**src/ntm_pkg.sv**
```systemverilog
// Shared definitions for the vector cosh accelerator
// Widths, operand typedefs, FSM encodings, Wishbone request and response
// structs and the register map. Imported by every RTL module.

package ntm_pkg;

  ////////////////////////////////////////////////////////////////////////////
  // Sizes
  ////////////////////////////////////////////////////////////////////////////

  // Operand width
  localparam int DATA_SIZE = 32;
  // Series terms, including the constant term
  localparam int TERMS = 4;
  // Buffer depth and longest vector
  localparam int VEC_DEPTH = 8;
  // Wishbone word address width
  localparam int ADDR_SIZE = 3;

  ////////////////////////////////////////////////////////////////////////////
  // Typedefs
  ////////////////////////////////////////////////////////////////////////////

  // Operands, moduli and results
  typedef logic [DATA_SIZE-1:0] data_t;
  // Element index within a vector
  typedef logic [2:0] index_t;
  // Word address on the slave port
  typedef logic [ADDR_SIZE-1:0] wb_adr_t;

  // Host to slave
  typedef struct packed {
    logic    cyc;
    logic    stb;
    logic    we;
    wb_adr_t adr;
    data_t   dat;
  } wb_req_t;

  // Slave to host
  typedef struct packed {
    logic  ack;
    data_t dat;
  } wb_rsp_t;

  // Vector controller FSM
  typedef enum logic [1:0] {
    STARTER,
    INPUT,
    ENDER
  } vec_state_t;

  // Scalar series FSM
  typedef enum logic [2:0] {
    IDLE,
    SQUARE,
    MULT,
    DIV,
    ACCUM,
    DONE
  } scal_state_t;

  ////////////////////////////////////////////////////////////////////////////
  // Register map, word addresses
  ////////////////////////////////////////////////////////////////////////////

  localparam wb_adr_t REG_CTRL     = 3'd0;
  localparam wb_adr_t REG_MODULO   = 3'd1;
  localparam wb_adr_t REG_SIZE     = 3'd2;
  localparam wb_adr_t REG_DATA_IN  = 3'd3;
  localparam wb_adr_t REG_DATA_OUT = 3'd4;
  localparam wb_adr_t REG_STATUS   = 3'd5;

endpackage

```
**src/ntm_cosh_wb_top.sv**
```systemverilog
// Wishbone classic slave around the vector cosh engine
// Holds the register file, input and output buffers and busy/done flags.
// Every access is acknowledged one cycle after cyc and stb are seen
`timescale 1ns/1ps

module ntm_cosh_wb_top import ntm_pkg::*; (
  input  logic    CLK,
  input  logic    RST,
  input  wb_req_t WB_REQ,
  output wb_rsp_t WB_RSP
);

  // Buffer pointers, 0 to VEC_DEPTH
  typedef logic [$clog2(VEC_DEPTH):0] ptr_t;

  ////////////////////////////////////////////////////////////////////////////
  // Signals
  ////////////////////////////////////////////////////////////////////////////

  // Bus
  logic  wb_ack;
  data_t wb_rdata;
  data_t rd_mux;
  logic  wb_sel;
  logic  wr_fire;
  logic  rd_fire;

  // Registers and flags
  data_t  modulo_reg;
  index_t size_reg;
  logic   busy;
  logic   done;
  logic   start;

  // Buffers
  data_t in_buf  [VEC_DEPTH];
  data_t out_buf [VEC_DEPTH];
  ptr_t  in_wr_ptr;
  ptr_t  out_wr_ptr;
  ptr_t  out_rd_ptr;
  ptr_t  out_count;
  logic  out_empty;

  // Engine
  logic   eng_ready;
  logic   eng_in_en;
  logic   eng_out_en;
  data_t  eng_out;
  index_t eng_index;

  assign wb_sel  = WB_REQ.cyc && WB_REQ.stb;
  // Side effects only on the ack cycle
  assign wr_fire = wb_sel && wb_ack && WB_REQ.we;
  assign rd_fire = wb_sel && wb_ack && !WB_REQ.we;

  // Unread results
  assign out_count = out_wr_ptr - out_rd_ptr;
  assign out_empty = (out_count == '0);

  // Element is in the buffer once the host has pushed it
  assign eng_in_en = (ptr_t'(eng_index) < in_wr_ptr);

  assign WB_RSP = '{ack: wb_ack, dat: wb_rdata};

  // Read decode
  always_comb begin
    case (WB_REQ.adr)
      REG_CTRL:     rd_mux = {30'b0, done, busy};
      REG_MODULO:   rd_mux = modulo_reg;
      REG_SIZE:     rd_mux = data_t'(size_reg);
      REG_DATA_OUT: rd_mux = out_empty ? '0 : out_buf[index_t'(out_rd_ptr)];
      REG_STATUS:   rd_mux = data_t'(out_count);
      default:      rd_mux = '0;
    endcase
  end

  ////////////////////////////////////////////////////////////////////////////
  // Control
  ////////////////////////////////////////////////////////////////////////////

  always_ff @(posedge CLK or posedge RST) begin
    if (RST) begin
      wb_ack     <= 1'b0;
      modulo_reg <= '0;
      size_reg   <= '0;
      busy       <= 1'b0;
      done       <= 1'b0;
      start      <= 1'b0;
      in_wr_ptr  <= '0;
      out_wr_ptr <= '0;
      out_rd_ptr <= '0;
    end else begin
      // Single-cycle ack
      wb_ack <= wb_sel && !wb_ack;
      start  <= 1'b0;

      if (wr_fire) begin
        case (WB_REQ.adr)
          REG_CTRL: begin
            // Ignored while a run is active
            if (WB_REQ.dat[0] && !busy) begin
              start      <= 1'b1;
              busy       <= 1'b1;
              done       <= 1'b0;
              out_wr_ptr <= '0;
              out_rd_ptr <= '0;
            end
          end
          REG_MODULO: modulo_reg <= WB_REQ.dat;
          REG_SIZE:   size_reg   <= index_t'(WB_REQ.dat);
          REG_DATA_IN: begin
            if (in_wr_ptr < ptr_t'(VEC_DEPTH)) begin
              in_wr_ptr <= in_wr_ptr + 1'b1;
            end
          end
          default: begin
          end
        endcase
      end

      // Pop on a result read
      if (rd_fire && WB_REQ.adr == REG_DATA_OUT && !out_empty) begin
        out_rd_ptr <= out_rd_ptr + 1'b1;
      end

      if (eng_out_en) begin
        out_wr_ptr <= out_wr_ptr + 1'b1;
      end

      // Run finished, input buffer free for the next vector
      if (eng_ready) begin
        busy      <= 1'b0;
        done      <= 1'b1;
        in_wr_ptr <= '0;
      end
    end
  end

  // Read data and buffer storage
  always_ff @(posedge CLK) begin
    if (wb_sel && !wb_ack) begin
      wb_rdata <= rd_mux;
    end
    if (wr_fire && WB_REQ.adr == REG_DATA_IN && in_wr_ptr < ptr_t'(VEC_DEPTH)) begin
      in_buf[index_t'(in_wr_ptr)] <= WB_REQ.dat;
    end
    if (eng_out_en) begin
      out_buf[index_t'(out_wr_ptr)] <= eng_out;
    end
  end

  ntm_vector_cosh_function vector_cosh_function (
    .CLK             (CLK),
    .RST             (RST),
    .START           (start),
    .READY           (eng_ready),
    .DATA_IN_ENABLE  (eng_in_en),
    .DATA_OUT_ENABLE (eng_out_en),
    .MODULO_IN       (modulo_reg),
    .SIZE_IN         (size_reg),
    .DATA_IN         (in_buf[eng_index]),
    .DATA_OUT        (eng_out),
    .INDEX_OUT       (eng_index)
  );

endmodule

```
**src/ntm_integer_divider.sv**
```systemverilog
// Sequential restoring divider, QUOTIENT_OUT = DIVIDEND_IN / DIVISOR_IN
// One quotient bit per cycle. The divisor is nonzero by construction.
// READY pulses DATA_SIZE+1 cycles after START
`timescale 1ns/1ps

module ntm_integer_divider import ntm_pkg::*; (
  input  logic  CLK,
  input  logic  RST,
  input  logic  START,
  input  data_t DIVIDEND_IN,
  input  data_t DIVISOR_IN,
  output logic  READY,
  output data_t QUOTIENT_OUT
);

  typedef logic [$clog2(DATA_SIZE):0] cnt_t;

  // Control
  logic busy;
  cnt_t count;

  // Partial remainder, shifting dividend/quotient, divisor
  data_t rem;
  data_t quo;
  data_t dvs;

  // Trial step
  logic [DATA_SIZE:0] shifted;
  logic               q_bit;
  data_t              rem_next;

  always_comb begin
    // Bring down the next dividend bit
    shifted  = {rem, quo[DATA_SIZE-1]};
    q_bit    = (shifted >= {1'b0, dvs});
    rem_next = shifted[DATA_SIZE-1:0];
    if (q_bit) begin
      // Keep the difference when the divisor fits
      rem_next = data_t'(shifted - {1'b0, dvs});
    end
  end

  always_ff @(posedge CLK or posedge RST) begin
    if (RST) begin
      busy  <= 1'b0;
      count <= '0;
      READY <= 1'b0;
    end else begin
      READY <= 1'b0;
      if (START && !busy) begin
        busy  <= 1'b1;
        count <= '0;
      end else if (busy) begin
        count <= count + 1'b1;
        if (count == cnt_t'(DATA_SIZE-1)) begin
          busy  <= 1'b0;
          READY <= 1'b1;
        end
      end
    end
  end

  always_ff @(posedge CLK) begin
    if (START && !busy) begin
      rem <= '0;
      quo <= DIVIDEND_IN;
      dvs <= DIVISOR_IN;
    end else if (busy) begin
      rem <= rem_next;
      quo <= {quo[DATA_SIZE-2:0], q_bit};
      // Last bit, publish together with READY
      if (count == cnt_t'(DATA_SIZE-1)) begin
        QUOTIENT_OUT <= {quo[DATA_SIZE-2:0], q_bit};
      end
    end
  end

endmodule

```
**src/ntm_mod_multiplier.sv**
```systemverilog
// Sequential modular multiplier, DATA_OUT = A_IN * B_IN mod MODULO_IN
// Scans B_IN from the MSB, one bit per cycle. A_IN must not exceed the modulus.
// READY pulses DATA_SIZE+2 cycles after START, with DATA_OUT valid and held
`timescale 1ns/1ps

module ntm_mod_multiplier import ntm_pkg::*; (
  input  logic  CLK,
  input  logic  RST,
  input  logic  START,
  input  data_t MODULO_IN,
  input  data_t A_IN,
  input  data_t B_IN,
  output logic  READY,
  output data_t DATA_OUT
);

  // Step counter, counts up to DATA_SIZE
  typedef logic [$clog2(DATA_SIZE):0] cnt_t;

  // Control
  logic busy;
  cnt_t count;

  // Operands, captured on START
  data_t m_reg;
  data_t a_reg;
  data_t b_reg;
  data_t acc;

  // One bit wider so 2*acc and the A addition cannot wrap
  logic [DATA_SIZE:0] dbl;
  logic [DATA_SIZE:0] sum;

  always_comb begin
    // Double, then bring back below M
    dbl = {acc, 1'b0};
    if (dbl >= {1'b0, m_reg}) begin
      dbl = dbl - {1'b0, m_reg};
    end
    // Add A for a set bit of B
    sum = dbl;
    if (b_reg[DATA_SIZE-1]) begin
      sum = dbl + {1'b0, a_reg};
    end
    // dbl < M and A <= M, so one subtraction is enough
    if (sum >= {1'b0, m_reg}) begin
      sum = sum - {1'b0, m_reg};
    end
  end

  always_ff @(posedge CLK or posedge RST) begin
    if (RST) begin
      busy  <= 1'b0;
      count <= '0;
      READY <= 1'b0;
    end else begin
      READY <= 1'b0;
      if (START && !busy) begin
        busy  <= 1'b1;
        count <= '0;
      end else if (busy) begin
        if (count == cnt_t'(DATA_SIZE)) begin
          // All bits consumed, one cycle to publish
          busy  <= 1'b0;
          READY <= 1'b1;
        end else begin
          count <= count + 1'b1;
        end
      end
    end
  end

  // Datapath
  always_ff @(posedge CLK) begin
    if (START && !busy) begin
      m_reg <= MODULO_IN;
      a_reg <= A_IN;
      b_reg <= B_IN;
      acc   <= '0;
    end else if (busy) begin
      if (count == cnt_t'(DATA_SIZE)) begin
        DATA_OUT <= acc;
      end else begin
        acc   <= sum[DATA_SIZE-1:0];
        b_reg <= {b_reg[DATA_SIZE-2:0], 1'b0};
      end
    end
  end

endmodule

```
**src/ntm_scalar_cosh_function.sv**
```systemverilog
// Scalar cosh of one operand, as a truncated series modulo MODULO_IN
// term_0 = 1 mod M, term_k = (term_(k-1) * x^2 mod M) / ((2k-1)(2k))
// DATA_OUT is the sum of TERMS terms mod M, valid while READY pulses
`timescale 1ns/1ps

module ntm_scalar_cosh_function import ntm_pkg::*; (
  input  logic  CLK,
  input  logic  RST,
  input  logic  START,
  output logic  READY,
  input  data_t MODULO_IN,
  input  data_t DATA_IN,
  output data_t DATA_OUT
);

  // Series step index, 1 to TERMS-1
  typedef logic [$clog2(TERMS):0] step_t;

  // FSM
  scal_state_t state;
  step_t       k;
  // First multiplier pass of SQUARE reduces x below M
  logic        reduce_pass;

  // Operands and series state
  data_t m_reg;
  data_t x_reg;
  data_t sq;
  data_t term;
  data_t sum;

  // Multiplier
  logic  mul_start;
  logic  mul_ready;
  data_t mul_a;
  data_t mul_b;
  data_t mul_out;

  // Divider
  logic  div_start;
  logic  div_ready;
  data_t div_coef;
  data_t div_out;

  // Sum plus term, one bit wider
  logic [DATA_SIZE:0] acc_sum;

  // Divisor (2k-1)(2k) for the current step
  assign div_coef = data_t'((2 * k - 1) * (2 * k));

  always_comb begin
    acc_sum = {1'b0, sum} + {1'b0, term};
    if (acc_sum >= {1'b0, m_reg}) begin
      acc_sum = acc_sum - {1'b0, m_reg};
    end
  end

  ////////////////////////////////////////////////////////////////////////////
  // Control
  ////////////////////////////////////////////////////////////////////////////

  always_ff @(posedge CLK or posedge RST) begin
    if (RST) begin
      state       <= IDLE;
      k           <= '0;
      reduce_pass <= 1'b0;
      mul_start   <= 1'b0;
      div_start   <= 1'b0;
      READY       <= 1'b0;
    end else begin
      // Strobes last one cycle
      mul_start <= 1'b0;
      div_start <= 1'b0;
      READY     <= 1'b0;
      case (state)
        IDLE: begin
          if (START) begin
            // x * 1 mod M first
            k           <= step_t'(1);
            reduce_pass <= 1'b1;
            mul_start   <= 1'b1;
            state       <= SQUARE;
          end
        end
        SQUARE: begin
          if (mul_ready) begin
            mul_start   <= 1'b1;
            reduce_pass <= 1'b0;
            // Second pass gave x^2 mod M, start term_1
            if (!reduce_pass) begin
              state <= MULT;
            end
          end
        end
        MULT: begin
          if (mul_ready) begin
            div_start <= 1'b1;
            state     <= DIV;
          end
        end
        DIV: begin
          if (div_ready) begin
            state <= ACCUM;
          end
        end
        ACCUM: begin
          if (k == step_t'(TERMS-1)) begin
            state <= DONE;
          end else begin
            k         <= k + 1'b1;
            mul_start <= 1'b1;
            state     <= MULT;
          end
        end
        DONE: begin
          READY <= 1'b1;
          state <= IDLE;
        end
        default: begin
          state <= IDLE;
        end
      endcase
    end
  end

  ////////////////////////////////////////////////////////////////////////////
  // Datapath
  ////////////////////////////////////////////////////////////////////////////

  always_ff @(posedge CLK) begin
    case (state)
      IDLE: begin
        if (START) begin
          m_reg <= MODULO_IN;
          x_reg <= DATA_IN;
          // 1 mod M, which is 0 for M = 1
          term  <= (MODULO_IN == data_t'(1)) ? '0 : data_t'(1);
          sum   <= (MODULO_IN == data_t'(1)) ? '0 : data_t'(1);
          mul_a <= data_t'(1);
          mul_b <= DATA_IN;
        end
      end
      SQUARE: begin
        if (mul_ready) begin
          if (reduce_pass) begin
            // Reduced x times raw x
            mul_a <= mul_out;
            mul_b <= x_reg;
          end else begin
            sq    <= mul_out;
            mul_a <= term;
            mul_b <= mul_out;
          end
        end
      end
      DIV: begin
        if (div_ready) begin
          term <= div_out;
        end
      end
      ACCUM: begin
        sum   <= acc_sum[DATA_SIZE-1:0];
        mul_a <= term;
        mul_b <= sq;
      end
      DONE: begin
        DATA_OUT <= sum;
      end
      default: begin
      end
    endcase
  end

  ntm_mod_multiplier mod_multiplier (
    .CLK       (CLK),
    .RST       (RST),
    .START     (mul_start),
    .MODULO_IN (m_reg),
    .A_IN      (mul_a),
    .B_IN      (mul_b),
    .READY     (mul_ready),
    .DATA_OUT  (mul_out)
  );

  // Dividend is the held multiplier result
  ntm_integer_divider integer_divider (
    .CLK          (CLK),
    .RST          (RST),
    .START        (div_start),
    .DIVIDEND_IN  (mul_out),
    .DIVISOR_IN   (div_coef),
    .READY        (div_ready),
    .QUOTIENT_OUT (div_out)
  );

endmodule

```
**src/ntm_vector_cosh_function.sv**
```systemverilog
// Vector cosh controller
// Walks elements 0 to SIZE_IN, one scalar cosh run per element.
// Each result comes out with DATA_OUT_ENABLE, the last one also with READY
`timescale 1ns/1ps

module ntm_vector_cosh_function import ntm_pkg::*; (
  input  logic   CLK,
  input  logic   RST,
  input  logic   START,
  output logic   READY,
  input  logic   DATA_IN_ENABLE,
  output logic   DATA_OUT_ENABLE,
  input  data_t  MODULO_IN,
  input  index_t SIZE_IN,
  input  data_t  DATA_IN,
  output data_t  DATA_OUT,
  output index_t INDEX_OUT
);

  ////////////////////////////////////////////////////////////////////////////
  // Signals
  ////////////////////////////////////////////////////////////////////////////

  // FSM
  vec_state_t state;
  // Current element
  index_t     index_loop;

  // Scalar unit handshake
  logic  start_scalar;
  logic  ready_scalar;

  // Scalar operands, latched per element
  data_t modulo_scalar;
  data_t data_in_scalar;
  data_t data_out_scalar;

  // Top reads its input buffer at this index
  assign INDEX_OUT = index_loop;

  ////////////////////////////////////////////////////////////////////////////
  // Control
  ////////////////////////////////////////////////////////////////////////////

  always_ff @(posedge CLK or posedge RST) begin
    if (RST) begin
      state           <= STARTER;
      index_loop      <= '0;
      start_scalar    <= 1'b0;
      READY           <= 1'b0;
      DATA_OUT_ENABLE <= 1'b0;
    end else begin
      // All strobes are single cycle
      start_scalar    <= 1'b0;
      READY           <= 1'b0;
      DATA_OUT_ENABLE <= 1'b0;
      case (state)
        STARTER: begin
          if (START) begin
            index_loop <= '0;
            state      <= INPUT;
          end
        end
        INPUT: begin
          // Wait for the element to be present in the buffer
          if (DATA_IN_ENABLE) begin
            start_scalar <= 1'b1;
            state        <= ENDER;
          end
        end
        ENDER: begin
          if (ready_scalar) begin
            DATA_OUT_ENABLE <= 1'b1;
            if (index_loop == SIZE_IN) begin
              // Last element
              READY <= 1'b1;
              state <= STARTER;
            end else begin
              index_loop <= index_loop + 1'b1;
              state      <= INPUT;
            end
          end
        end
        default: begin
          state <= STARTER;
        end
      endcase
    end
  end

  // Operand capture and result register
  always_ff @(posedge CLK) begin
    if (state == INPUT && DATA_IN_ENABLE) begin
      modulo_scalar  <= MODULO_IN;
      data_in_scalar <= DATA_IN;
    end
    if (state == ENDER && ready_scalar) begin
      DATA_OUT <= data_out_scalar;
    end
  end

  ntm_scalar_cosh_function scalar_cosh_function (
    .CLK       (CLK),
    .RST       (RST),
    .START     (start_scalar),
    .READY     (ready_scalar),
    .MODULO_IN (modulo_scalar),
    .DATA_IN   (data_in_scalar),
    .DATA_OUT  (data_out_scalar)
  );

endmodule

```
**config.mk**
```make
export PLATFORM = sky130hd
export DESIGN_NAME = ntm_cosh_wb_top
export DESIGN_NICKNAME = d
export VERILOG_FILES = /design/src/ntm_pkg.sv /design/src/ntm_cosh_wb_top.sv /design/src/ntm_integer_divider.sv /design/src/ntm_mod_multiplier.sv /design/src/ntm_scalar_cosh_function.sv /design/src/ntm_vector_cosh_function.sv
export SDC_FILE = /design/constraint.sdc
export NUM_CORES = 2
export LEC_CHECK = 0
export ABC_AREA = 1
export BUFFER_PORTS_ARGS = -buffer_cell sky130_fd_sc_hd__buf_2
export CORE_MARGIN = 4
export CORE_UTILIZATION = 37
export DETAILED_ROUTE_END_ITERATION = 8
export GPL_TIMING_DRIVEN = 1
export HOLD_SLACK_MARGIN = 0.03
export PLACE_DENSITY = 0.49
export SETUP_SLACK_MARGIN = 0.2
export SLEW_MARGIN = 0
export SYNTH_ARGS = -nofsm -noshare
export SYNTH_HDL_FRONTEND = slang
export SYNTH_SLANG_ARGS = --single-unit
```
**constraint.sdc**
```tcl
create_clock -name CLK -period 7.4 [get_ports CLK]
set_input_delay 0.74 -clock CLK [delete_from_list [all_inputs] [get_ports CLK]]
set_output_delay 0.74 -clock CLK [all_outputs]
set_load 0.005 [all_outputs]
```
Yosys cells after proc, flatten, opt, wreduce, memory -nomap -nowiden
Memory sizes are Yosys's and may differ from the RTL's. A register that Yosys moved wholly into a read port is not among the register bits.
Cells that the tools add are included.
{ "word_totals": {"reg_bits": 724, "ram_bits": 512, "output_inout_bits": 33, "word_cells": 264, "n_memories": 2} }
{ "classes": {"add_sub_neg": 15, "n_mul": 1, "n_lt_le_gt_ge": 6, "n_eq_ne": 28, "n_mux": 100, "bitwise": 4, "n_reduce_logical": 62} }
{ "memory_table": {"columns": ["memory", "words", "width", "rd", "rd_clocked_by_memory_dff", "write_ports", "line_no", "rtl"], "rows": [
  ["in_buf", 8, 32, 1, 1, 1, "ntm_cosh_wb_top.sv:36", "data_t in_buf [VEC_DEPTH];"],
  ["out_buf", 8, 32, 1, 0, 1, "ntm_cosh_wb_top.sv:37", "data_t out_buf [VEC_DEPTH];"]
]} }
{ "ops": {"columns": ["op", "n"], "rows": [
  ["32-bit two-way mux", 17],
  ["32-bit one-hot mux with 3 select lines", 2],
  ["32-bit one-hot mux with 5 select lines", 1],
  ["33-bit by 32-bit greater-or-equal comparator with 1-bit output", 4],
  ["32-bit one-hot mux with 2 select lines", 2],
  ["32-bit subtractor", 3],
  ["33-bit two-way mux", 2],
  ["1-bit two-way mux", 43],
  ["4-bit two-way mux", 9],
  ["3-bit AND reduction", 12],
  ["2-bit nonzero test", 17],
  ["32-bit by 32-bit adder with 33-bit output", 1],
  ["33-bit by 32-bit adder with 33-bit output", 1],
  ["33-bit by 32-bit subtractor with 33-bit output", 1],
  ["32-bit by 1-bit == test with 1-bit output (second input constant)", 1],
  ["32-bit by 3-bit multiplier with 31-bit output", 1],
  ["3-bit two-way mux", 10],
  ["6-bit two-way mux", 5],
  ["3-bit by 2-bit == test with 1-bit output (second input constant)", 5],
  ["3-bit one-hot mux with 5 select lines", 1],
  ["1-bit logical AND", 14],
  ["4-bit by 1-bit adder with 4-bit output (second input constant)", 3],
  ["6-bit by 1-bit adder with 6-bit output (second input constant)", 2],
  ["3-bit == test (second input constant)", 4],
  ["other kinds (27)", 55]
]} }

Logic depth before layout (Yosys ltp)
{ "logic_depth": {"word_depth": 7, "ltp_mapped": 46} }

Hierarchy
Synthesis repeated with hierarchy kept, for this count alone.
{ "hier_totals": {"hier_cells": 6951, "hier_area_um2": 64863.5} }
{ "modules_own_cells": {"columns": ["mod", "n_inst", "cells_each", "area_per_inst_um2", "seq_area_each_um2"], "rows": [
  ["ntm_cosh_wb_top", 1, 1898, 24086.9, 17611.9],
  ["ntm_scalar_cosh_function", 1, 1845, 15877.7, 7937.6],
  ["ntm_mod_multiplier", 1, 2039, 13730.7, 4684.5],
  ["ntm_integer_divider", 1, 1021, 7860.0, 3723.6],
  ["ntm_vector_cosh_function", 1, 148, 3308.2, 3083.0]
]} }

Least setup slack after synthesis
Ideal clock, no wire load.
{ "synth_timing": {"kind": "reg-to-reg", "start": "register vector_cosh_function.scalar_cosh_function.state[0]", "end": "register vector_cosh_function.scalar_cosh_function.term[0] (enable)", "setup_time_ps": 432, "t_arrival_ps": 5316, "setup_slack_ps": 1652, "path_stages_with_launch": 6, "n_path_buf": 0, "synth_period_minus_slack_ps": 5748, "path_cell_list": "dfrtp_1 nor2_1 nand2_1 nor2_1 inv_1 a21oi_1"} }
{ "synth_via": {"elab_chain_len": 3, "elab_cells_between_ends": 6, "cone_classes": "eq/ne: 3; reduce/logical: 3"} }
{ "synth_lines": {"columns": ["item", "line_no", "rtl"], "rows": [
  ["start: declaration", "ntm_scalar_cosh_function.sv:20", "scal_state_t state;"],
  ["start signal: assignment", "ntm_scalar_cosh_function.sv:64", "state <= IDLE;"],
  ["start signal: assignment", "ntm_scalar_cosh_function.sv:82", "state <= SQUARE;"],
  ["start signal: assignment", "ntm_scalar_cosh_function.sv:91", "state <= MULT;"],
  ["3-bit by 2-bit == test with 1-bit output / 3-bit logical NOT (equally long branches)", "ntm_scalar_cosh_function.sv:131", "case (state)"],
  ["2-bit by 1-bit inequality test with 1-bit output (no source line) / 2-bit nonzero test (equally long branches)", null, null],
  ["3-bit AND reduction (no source line) *", null, null],
  ["end signal: assignment", "ntm_scalar_cosh_function.sv:137", "term <= (MODULO_IN == data_t'(1)) ? '0 : data_t'(1);"],
  ["end signal: assignment", "ntm_scalar_cosh_function.sv:158", "term <= div_out;"],
  ["end: declaration", "ntm_scalar_cosh_function.sv:29", "data_t term;"]
]} }
Every way passes the cells marked *; elsewhere a longest branch is shown, timed or not.
A chain may end at the register's enable or synchronous reset.

Worst setup path in the final report
{ "layout_timing": {"start": "register vector_cosh_function.scalar_cosh_function.mod_multiplier.m_reg[24]", "end": "register vector_cosh_function.scalar_cosh_function.mod_multiplier.acc[14]"} }
{ "layout_via": {"elab_chain_len": 6, "elab_cells_between_ends": 8, "cone_classes": "add/sub: 3; order compare: 2; mux: 3"} }
{ "layout_lines": {"columns": ["item", "line_no", "rtl"], "rows": [
  ["start: declaration", "ntm_mod_multiplier.sv:25", "data_t m_reg;"],
  ["start signal: assignment", "ntm_mod_multiplier.sv:76", "m_reg <= MODULO_IN;"],
  ["33-bit by 32-bit subtractor with 33-bit output / 33-bit by 32-bit greater-or-equal comparator with 1-bit output (equally long branches)", "ntm_mod_multiplier.sv:38, ntm_mod_multiplier.sv:37", null],
  ["33-bit two-way mux", "ntm_mod_multiplier.sv:37", "if (dbl >= {1'b0, m_reg}) begin"],
  ["33-bit by 32-bit adder with 33-bit output", "ntm_mod_multiplier.sv:43", "sum = dbl + {1'b0, a_reg};"],
  ["33-bit two-way mux", "ntm_mod_multiplier.sv:42", "if (b_reg[DATA_SIZE-1]) begin"],
  ["33-bit by 32-bit greater-or-equal comparator with 1-bit output / 32-bit subtractor (equally long branches)", "ntm_mod_multiplier.sv:46, ntm_mod_multiplier.sv:47", null],
  ["32-bit two-way mux *", "ntm_mod_multiplier.sv:46", "if (sum >= {1'b0, m_reg}) begin"],
  ["end signal: assignment", "ntm_mod_multiplier.sv:84", "acc <= sum[DATA_SIZE-1:0];"],
  ["end: declaration", "ntm_mod_multiplier.sv:28", "data_t acc;"]
]} }
Marked as above.

==> run_results.csv <==
group,metric,value,unit
hold_path,whs_path_depth,3,
yosys,synthArstFlopShare,6.74,%
clock_network,clock_path_buffers,3,
clock_network,post_cts_buffers,0,
final_layout,area_growth,13.3,%
yosys,syn_avg_cell_area,10.1,sq um
critical_path,start_kind,"flip-flop",
critical_path,cpMaxStageDelayCell,"nor2_1",
drt,ant_nets,0,
outcome,outcome,"completed",
grt,grt_start_max_net_pins,77,
critical_path,path_delay_family,"simple AND/OR/NAND/NOR gates",
clock_network,cts.sinks,1261,
drt,drc,0,
yosys,synthFlopType,"edfxtp_1",
yosys,synth-edff-count,1112,
power_and_ir_drop,p_int,18.1,mW
final_layout,fin_nets,6356,
power_and_ir_drop,p_sw_share,44.5,%
floorplanning,die_w,412,um
yosys,synth_cells,5976,
floorplanning,core-area,161000,sq um
grt,grt_pass1_wl,281000,um
critical_path,crit_type,"flip-flop to flip-flop",
power_and_ir_drop,power_density,477,nW/um^2
grt,grt_overflow,0,
power_and_ir_drop,power_frac_comb,48.8,%
critical_path,worstRegToRegCells,35,
placed_design,numPortBuffers,72,
placed_design,hpwl,137000,um
hold_path,min_from,"WB_REQ[36]",
drt,dr_total_vias,43744,
yosys,yosys-top-cells-area,"edfxtp_1, nand2_1, nor2_1",
sta,slew-limit-headroom,19.3,%
power_and_ir_drop,seq_power_share,29.1,%
clock_network,path_clk_slew,0.06,ns
drt,routed_via_density,5.23,
clock_network,cts_tree,"yes",
yosys,yosysWarnings,0,
yosys,yosys.area.top_type_share,55.3,%
yosys,synthTopCellsByCount,"edfxtp_1, nand2_1, nor2_1",
critical_path,cp.arrival,7.51,ns
power_and_ir_drop,p_switching,14.5,mW
hold_path,min_to,"wb_ack",
floorplanning,start_util,37.4,%
sta,max_freq,146,MHz
placed_design,gp_congestion,0.999,
yosys,netlist_area,60300,sq um
drt,dr.first_iter.drc_count,3811,
sta,min_period,6.83,ns
power_and_ir_drop,clockPowerShare,22.1,%
final_layout,drive_above_1_share,7.14,%
floorplanning,die_area,170000,sq um
sta,tns,0,ns
floorplanning,die_y,412,um
critical_path,slowest_delay,0.40,ns
sta,hold_viol_final,0,
clock_network,numCtsBuffers,146,
grt,grt_usage,22.5,%
critical_path,cp_num_buf_inv,6,
grt,grt_pass1_vias,41841,
clock_network,root_buffer,"clkbuf_16",
clock_network,insertion_delay,0.80,ns
floorplanning,ios,73,
drt,wirelength,194000,um
clock_network,htreeDepth,4,
sta,worstMarginPinSlew,1.21,ns
drt,wl_per_cell,23.2,um
drt,drt_pass1_iterations,6,
critical_path,r2r_setup_slack,0.57,ns
critical_path,cp_max_fo,28,
yosys,seq_area_frac_synth,61.0,%
grt,antenna_found_initial,18,
sta,min_period_over_period,92.3,%
yosys,yosysTopAreaCell,"edfxtp_1",
yosys,yosysUniqueCellTypes,57,
yosys,synth-seq-cells,1261,
sta,final-setup-viol-count,0,
sta,skew,0.0440,ns
critical_path,critical_path_required,8.08,ns
sta,drv_slew,0,
critical_path,cp_common_cell,"nand2_1",
sta,rsz0062_at_grt,"false",
run,drv_cap,0,
critical_path,end_kind,"flip-flop",
hold_path,hp-class,"input pin to flip-flop",
final_layout,fin_util,42.4,%
power_and_ir_drop,p_leak,26.9,nW
floorplanning,rows,147,
power_and_ir_drop,ir_drop,756,uV
## logic make-up (layout without fill, tap and decap cells)
| group | Yosys count | in the layout | share of synthesized area [%] |
|---|---|---|---|
| and+or+nand+nor | 2272 | 2272 | 15.2 |
| DFF | 1261 | 1261 | 61.0 |
| AOI/OAI and AO/OA | 1203 | 1203 | 11.2 |
| buffers and inverters | 861 | 1088 | 5.45 |
| adders and majority gates | 231 | 231 | 5.01 |
| xor gates and xnor gates | 145 | 145 | 2.10 |
| other | 2 | 6 | 0.0124 |
| muxes | 1 | 1 | 0.0187 |
## area by class of cell
class                      instances  area, sq um
antenna                            1         2.50
clock buffer                     194         3900
clock inverter                    75          917
fill                           15612        93000
inverter                         662         2490
multi-input combinational       3857        20500
sequential                      1261        36800
tap                             2160         2700
timing repair buffer             157         1040
## cells in the final DEF (no fill, tap or decap), types with 32 or more instances in the layout
cell type	instances
a31oi_1	73
edfxtp_1	1112
xnor2_1	62
o22ai_1	66
o221ai_1	65
inv_1	642
nand4_1	38
nand2_1	1110
xor2_1	83
nor2_1	738
clkbuf_16	146
dfrtp_1	81
a21oi_1	306
nand3_1	244
clkbuf_1	41
dfxtp_1	64
o21ai_0	557
ha_1	213
buf_2	72
clkinv_1	32
nor3_1	45
buf_4	80
## power by group through the flow
stage	registers [mW]	clock network [mW]	logic, mW
after floorplan	9.31	0	10.9
after global placement	9.62	0	15.8
after CTS	9.49	7.38	15.8
after detailed placement	9.63	0	15.7
after global routing	9.56	7.70	17.7
final	9.50	7.21	15.9
## metal layers
metal  GRT usage, %  routed length (um)
met1           31.8               89100
met2           35.2               87300
met3           3.81               11100
met4           7.31                6320
met5              0                  34
## how the worst max path moves through the flow
stage	startpoint	end	slack [ns]	cells after the start
after floorplan	flip-flop	vector_cosh_function.scalar_cosh_function.term[0]	1.65	5
after global placement	flip-flop	flip-flop	0.52	36
after detailed placement	flip-flop	flip-flop	0.63	36
after CTS	flip-flop	flip-flop	0.57	36
after global routing	flip-flop	flip-flop	0.21	36
final	flip-flop	flip-flop	0.57	35
## tightest hold or removal path, stage by stage
cell     delay, ns
buf_2         0.10
nand2_1       0.07
nor2_2        0.05
## through the flow
step                cells  hold slack (ns)  worst slack [ns]  instance area (sq um)  power [mW]
floorplan            5979            0.400              1.65                  60400        20.2
global placement     8096            0.402             0.522                  63500        25.4
detailed placement   8096            0.406             0.634                  63500        25.3
CTS                  8366            0.133             0.568                  68300        32.6
global route         8366            0.189             0.211                  68300        34.9
finish               8367            0.201             0.572                  68400        32.6
## timing repair
action / in CTS / in global routing
setup endpoints to repair: 0 / 28
hold buffers: 1 / 0
hold endpoints to repair: 26 / 0
gates resized for setup: 0 / 5
Power figures use the tool's default switching activity.
